## src/hdl/bpu_pkg.sv

```systemverilog
package bpu_pkg;

  // --------------------
  // Address space
  // --------------------

  // Width of every PC and target
  localparam int unsigned XLEN = 32;

  // Common address type
  typedef logic [XLEN-1:0] addr_t;

  // First PC out of reset
  localparam addr_t BOOT_ADDR = 32'h0000_1000;

  // --------------------
  // Branch target buffer
  // --------------------

  // Direct-mapped, one entry per index
  localparam int unsigned BTB_ENTRIES = 16;

  // Index from PC bits 5:2
  localparam int unsigned BTB_IDX_W = $clog2(BTB_ENTRIES);

  // Tag is everything above the index, PC bits 31:6
  localparam int unsigned BTB_TAG_W = XLEN - BTB_IDX_W - 2;

  // --------------------
  // Return address stack
  // --------------------

  // Number of buffered return addresses, power of two
  localparam int unsigned RAS_DEPTH = 4;

  // Control-flow kind stored in the BTB and reported by the branch unit
  typedef enum logic [1:0] {
    CF_BRANCH = 2'b00,
    CF_JUMP   = 2'b01,
    CF_CALL   = 2'b10,
    CF_RET    = 2'b11
  } cf_kind_e;

endpackage

```

## src/hdl/bu_res_if.sv

```systemverilog
`timescale 1ns/1ps

interface bu_res_if;

  import bpu_pkg::*;

  // One resolution from the branch unit, a single-cycle strobe on valid
  logic     valid;
  addr_t    pc;
  addr_t    target;
  cf_kind_e kind;
  logic     taken;
  // Only ever set together with valid
  logic     mispredict;

  // Branch unit side
  modport driver (
    output valid, pc, target, kind, taken, mispredict
  );

  // BTB and PC generator side
  modport sink (
    input valid, pc, target, kind, taken, mispredict
  );

endinterface

```

## src/hdl/btb.sv

```systemverilog
`timescale 1ns/1ps

module btb #(
  parameter int unsigned BTB_ENTRIES = bpu_pkg::BTB_ENTRIES
) (
  input  logic              clk_i,
  input  logic              rst_n_i,
  // Resolution from the branch unit
  bu_res_if.sink            res,
  // Lookup on the fetch PC
  input  bpu_pkg::addr_t    lookup_pc_i,
  output logic              hit_o,
  output bpu_pkg::addr_t    target_o,
  output bpu_pkg::cf_kind_e kind_o
);

  import bpu_pkg::*;

  // Index width follows the table size
  localparam int unsigned IdxW = $clog2(BTB_ENTRIES);
  // Tag takes over whatever bits the index gives up
  localparam int unsigned TagW = BTB_TAG_W + BTB_IDX_W - IdxW;

  // --------------------
  // Table storage
  // --------------------

  // Valid bits are control state, the rest is payload
  logic [BTB_ENTRIES-1:0] valid_q;
  logic [TagW-1:0]        tag_q    [BTB_ENTRIES];
  addr_t                  target_q [BTB_ENTRIES];
  cf_kind_e               kind_q   [BTB_ENTRIES];

  // Lookup fields
  logic [IdxW-1:0] lk_idx;
  logic [TagW-1:0] lk_tag;

  // Update fields
  logic [IdxW-1:0] up_idx;
  logic [TagW-1:0] up_tag;
  logic            up_alloc;
  logic            up_inval;

  // Word-aligned PC, index above the two low bits
  assign lk_idx = lookup_pc_i[IdxW+1:2];
  assign lk_tag = lookup_pc_i[XLEN-1:IdxW+2];

  assign up_idx = res.pc[IdxW+1:2];
  assign up_tag = res.pc[XLEN-1:IdxW+2];

  // --------------------
  // Update
  // --------------------

  // Any taken resolution allocates, no direction counters
  assign up_alloc = res.valid & res.taken;

  // A branch that fell through drops its entry, if it is really ours
  assign up_inval = res.valid & ~res.taken & (res.kind == CF_BRANCH)
                  & valid_q[up_idx] & (tag_q[up_idx] == up_tag);

  always_ff @(posedge clk_i or negedge rst_n_i) begin
    if (!rst_n_i) begin
      valid_q <= '0;
    end else if (up_alloc) begin
      valid_q[up_idx] <= 1'b1;
    end else if (up_inval) begin
      valid_q[up_idx] <= 1'b0;
    end
  end

  // Payload written on allocation only
  always_ff @(posedge clk_i) begin
    if (up_alloc) begin
      tag_q[up_idx]    <= up_tag;
      target_q[up_idx] <= res.target;
      kind_q[up_idx]   <= res.kind;
    end
  end

  // --------------------
  // Lookup
  // --------------------

  // Combinational read, same-cycle updates not visible yet
  assign hit_o    = valid_q[lk_idx] & (tag_q[lk_idx] == lk_tag);
  assign target_o = target_q[lk_idx];
  assign kind_o   = kind_q[lk_idx];

endmodule

```

## src/flat_wrapper.sv

```systemverilog
// flat-port wrapper written by rule: the top's interface ports become plain ports
module btb_flat import bpu_pkg::*;
#(
  parameter int unsigned BTB_ENTRIES = bpu_pkg::BTB_ENTRIES
)
  (clk_i, rst_n_i, lookup_pc_i, hit_o, target_o, kind_o, res_valid, res_pc, res_target, res_kind, res_taken, res_mispredict);
  bu_res_if res_i ();
  input  logic clk_i;
  input  logic rst_n_i;
  input  bpu_pkg::addr_t lookup_pc_i;
  output logic hit_o;
  output bpu_pkg::addr_t target_o;
  output bpu_pkg::cf_kind_e kind_o;
  input wire logic [$bits(res_i.valid)-1:0] res_valid;
  input wire logic [$bits(res_i.pc)-1:0] res_pc;
  input wire logic [$bits(res_i.target)-1:0] res_target;
  input wire logic [$bits(res_i.kind)-1:0] res_kind;
  input wire logic [$bits(res_i.taken)-1:0] res_taken;
  input wire logic [$bits(res_i.mispredict)-1:0] res_mispredict;
  assign res_i.valid = res_valid;
  assign res_i.pc = res_pc;
  assign res_i.target = res_target;
  assign res_i.kind = res_kind;
  assign res_i.taken = res_taken;
  assign res_i.mispredict = res_mispredict;
  btb #(.BTB_ENTRIES(BTB_ENTRIES)) u_core (.clk_i(clk_i), .rst_n_i(rst_n_i), .res(res_i), .lookup_pc_i(lookup_pc_i), .hit_o(hit_o), .target_o(target_o), .kind_o(kind_o));
endmodule
```

## config.mk

```make
export PLATFORM = sky130hd
export DESIGN_NAME = btb_flat
export DESIGN_NICKNAME = d
export VERILOG_FILES = /design/src/hdl/bpu_pkg.sv /design/src/hdl/bu_res_if.sv /design/src/hdl/btb.sv /design/src/flat_wrapper.sv
export SDC_FILE = /design/constraint.sdc
export NUM_CORES = 1
export LEC_CHECK = 0
export BUFFER_PORTS_ARGS = -buffer_cell sky130_fd_sc_hd__buf_2
export CAP_MARGIN = 10
export CORE_MARGIN = 10
export CORE_UTILIZATION = 50
export DETAILED_ROUTE_END_ITERATION = 8
export PLACE_DENSITY = 0.71
export SKIP_CTS_REPAIR_TIMING = 1
export SLEW_MARGIN = 20
export SYNTH_ARGS = -nofsm -noshare
export SYNTH_HDL_FRONTEND = slang
export SYNTH_SLANG_ARGS = --single-unit
```

## constraint.sdc

```tcl
create_clock -name clk_i -period 3.7 [get_ports clk_i]
set_clock_uncertainty 0.15 [all_clocks]
set_input_delay 0.185 -clock clk_i [delete_from_list [all_inputs] [get_ports clk_i]]
set_output_delay 0.185 -clock clk_i [all_outputs]
set_load 0.01 [all_outputs]
```

Word-level counts from Yosys, hierarchy flattened
Memories as Yosys holds them, arrays and structs flattened.
Cells that the tools add are included.
{ "word_totals": {"out_inout_bits": 35, "memories": 3, "elab_cells": 32, "ramBits": 960, "regBits": 16} }
{ "op_classes": {"n_reduce_logical": 3, "n_mux": 10, "bitwise": 10, "n_eq_ne": 2, "order_cmp": 3} }
{ "mem_list": {"columns": ["memory", "words", "word_bits", "rd", "rd_ports_with_merged_regs", "write_ports", "line_no", "rtl"], "rows": [
  ["u_core.target_q", 16, 32, 1, 0, 1, "btb.sv:31", "addr_t target_q [BTB_ENTRIES];"],
  ["u_core.tag_q", 16, 26, 2, 0, 1, "btb.sv:30", "logic [TagW-1:0] tag_q [BTB_ENTRIES];"],
  ["u_core.kind_q", 16, 2, 1, 0, 1, "btb.sv:32", "cf_kind_e kind_q [BTB_ENTRIES];"]
]} }
{ "ops": {"columns": ["op", "n"], "rows": [
  ["$eq 26x26->1", 2],
  ["$mux 16", 2],
  ["$and 16x16->16", 1],
  ["$not 16->16", 1],
  ["$or 16x16->16", 1],
  ["$lt 4x5->1 const B", 2],
  ["$bmux 1 s4", 2],
  ["$and 1x1->1", 6],
  ["$mux 1", 5],
  ["$demux 1 s4", 1],
  ["$ge 4x1->1 const B", 1],
  ["$logic_not 2->1", 1],
  ["$reduce_bool 2->1", 1],
  ["$logic_and 1x1->1", 1],
  ["$not 1->1", 1]
]} }

Logic depth before layout (Yosys ltp)
{ "depth": {"word_depth": 8, "depth_mapped": 11, "mapped_depth_nobuf": 8} }

Worst setup path after synthesis
Ideal clock, no wire load.
{ "synth_timing": {"path_kind": "in2reg", "from": "input port res_pc[4]", "to": "memory u_core.kind_q[5][0] (netlist name), enable pin", "required_time_ns": 3.069, "setup_slack_ns": -0.822, "t_arrival_ns": 3.891, "cell_stages": 6, "setup_ns": 0.481, "n_path_buf": 3, "path_cell_list": "buf_2 buf_2 buf_1 nor2b_1 nand3_1 nor2_1"} }
{ "synth_rtl": {"columns": ["item", "line_no", "rtl"], "rows": [
  ["start, declared", "flat_wrapper.sv:15", "input wire logic [$bits(res_i.pc)-1:0] res_pc;"],
  ["end, declared", "btb.sv:32", null]
]} }
No word-level cell before the write port.

==> metrics <==
status finished with violations; violated checks negative setup slack; core area 82110 um^2; Hold Path End u_core.tag_q[0][11]; layout cells sized above 1 approximately 36%; WL final 105100 um; clk_lat worst skew 660 ps; Peak Freq 0.2613 GHz; Post-synth EDFFs between 900 and 1000; Hold Crit Depth 3; Clock Tree Buf Depth 3; setup violators final 1; met1 global-route usage between 30% and 40%; clock root cell clkbuf_16; most frequent cell after synthesis edfxtp_1; hpwl dp 59870 um; post-route ant nets 0; FF-to-FF setup slack 620 ps; critical path type register to output pin; Place WS 93.53 ps; drt wl/cell 31.62 um; count of cell types in the netlist 62; Worst setup SP type register; Crit-path slowest cell or4_4; Fin. Hold Viols 0; worst setup margin -126.7 ps; Starting Density between 50% and 60%; synthesized area per cell 21.95 um^2; dominant synthesized flop cell edfxtp_1; Crit Path Max Fanout 2; # fillers ~5800; RSZ-0062 raised after global routing true; Yosys warning count 0; maximum vdd drop roughly 0.44 mV; die width 308.0 um; CTS tree yes; GR peak layer met2; TNS Setup -126.7 ps; initial antenna violation count 8; PortBufs 132; RePlAce Congestion 0.8760; Design Area, Final approximately 48000 um^2; # rows 105; dominant cell type by area after synthesis edfxtp_1; max capacitance violation total 0; Least-Margin Pin Slew 1104 ps; Post-Syn Area between 40000 and 50000 um^2; Post-DP Area 44110 um^2; GRT Util Overall 22.20%; share of the synthesized area in the top cell type approximately 70%; Multi-input gate area 11740 um^2; Top cell by count, worst path mux4_2; die area 94880 um^2; Reg clk slew, reported paths 60 ps; post-route minimum period 3827 ps; first-pass GRT wire length around 150000 um; clock sinks between 900 and 1000; Seq/Total Area, Yosys slightly above 70%; placed cells 3082; ys async rst share 1.639%; Slew HR 26.39%; vias in the first global route between 20000 and 25000; Final Non-Filler Cells 3322; Num CTS Buffers 96; Tot Pwr approximately 23000 uW; Post-layout nets 2275; Synth Net Count 1993; vias 21760; total gr overflow 0; hold path start res_taken; routed vias/inst 6.550; Leak 0.01533 uW; RR Startpoint u_core.tag_q[7][21]; Synth area leaders edfxtp_1, mux4_2, mux2i_1; slowest stage delay, CP 640 ps; synth cell count leaders edfxtp_1, mux4_2, mux2i_1, clkbuf_1, xnor2_1; worst reg2reg path depth 8; TritonRoute pass-1 iters 5; Critical Path RT 3370 ps; met3 Use GR 4.227%; crit path DAT 3490 ps; H-Tree Depth 3; Worst Setup End Kind output pin; Mapped Cells 1890; Starting DRT DRC Count 2614; Synth-to-Final Area Change 15.22%; critical-path cell list mux4_2 -> mux4_2 -> xnor2_1 -> nand4_1 -> or4_4 -> nor4_4 -> buf_2; Die Span Y 308.0 um; Cell Pwr Density 491.5 nW/um^2; Synth Register Bits 976; Hold Path Class input port to register; I/O pins 138; period utilisation layout 103.4%; drt drc 0; Max Slew Vio Count 0; FF+latch area 29230 um^2; largest net degree at the start of global routing 73; met2 usage in global routing between 30% and 40%
worst max-delay path, delay by kind of cell (launching register included):
kind                   cells  cell delay, ps
XOR/XNOR                   1             150
buffers and inverters      1             200
flip-flops                 1             400
multiplexers               2            1000
AND/OR/NAND/NOR            3            1090
through the flow:
step | hold WS [ps] | utilization, %
floorplan | -260.6 | -
global placement | -42.98 | 53.72
detailed placement | -30.47 | 53.72
CTS | -731.1 | 57.39
global route | 238.9 | 58.20
finish | 241.8 | 58.21
layer usage:
layer | routed length, um | part of all wire [%]
met5 | 14 | 0.013
met4 | 3245 | 3.1
met3 | 8836 | 8.4
met2 | 51610 | 49
met1 | 41340 | 39
flip-flops by register name, summed over array words and instances (netlist names), named ones only:
signal and cells:
u_core.target_q 512, u_core.kind_q 32, u_core.tag_q 416
cell type report:
type	instances	share of cell area, %
sequential	976	61.16
multi-input combinational	786	24.57
clock buffer	112	5.197
timing repair buffer	296	5.003
tap	1070	2.801
clock inverter	60	1.115
inverter	16	0.1257
antenna	6	0.03142
power by group:
part	switching (uW)	internal (uW)
sequential	58.4	12300
clock	4110	5240
combinational	971	817
total	5140	18300
cells in the final DEF (no fill, tap or decap), drive strengths merged, types with 8 or more instances in the layout:
master	Yosys	layout
clkbuf	41	112
edfxtp	960	960
mux2i	70	70
a221oi	10	10
nor4	15	15
nor2	38	38
nand2	14	14
xor2	18	18
mux4	377	377
nand3	16	16
dfrtp	16	16
mux2	32	32
o21ai	19	19
o22ai	14	14
buf	71	234
nor2b	10	10
nand4	8	8
dlygate4sd3	0	62
inv	16	17
xnor2	40	40
a21oi	20	20
clkinv	0	52
how the worst max path moves through the flow:
stage,startpoint,cells past startpoint,slack (ps),endpoint
after floorplan,res_pc[4],6,-820,u_core.kind_q[5][0]
after global placement,lookup_pc_i[2],9,90,hit_o
after detailed placement,lookup_pc_i[2],7,90,target_o[13]
after CTS,u_core.tag_q[4][23],7,-420,hit_o
after global routing,u_core.tag_q[15][1],7,-240,hit_o
final,u_core.tag_q[15][1],7,-130,hit_o
logic make-up after synthesis:
kind of cell / Yosys count / synth area share, %
and+or+nand+nor: 138 / 1.828
muxes: 479 / 23.03
DFF: 976 / 70.47
AOI/OAI and AO/OA: 111 / 1.876
xor gates and xnor gates: 58 / 1.225
buffers and inverters: 128 / 1.578
Power figures use the tool's default switching activity.
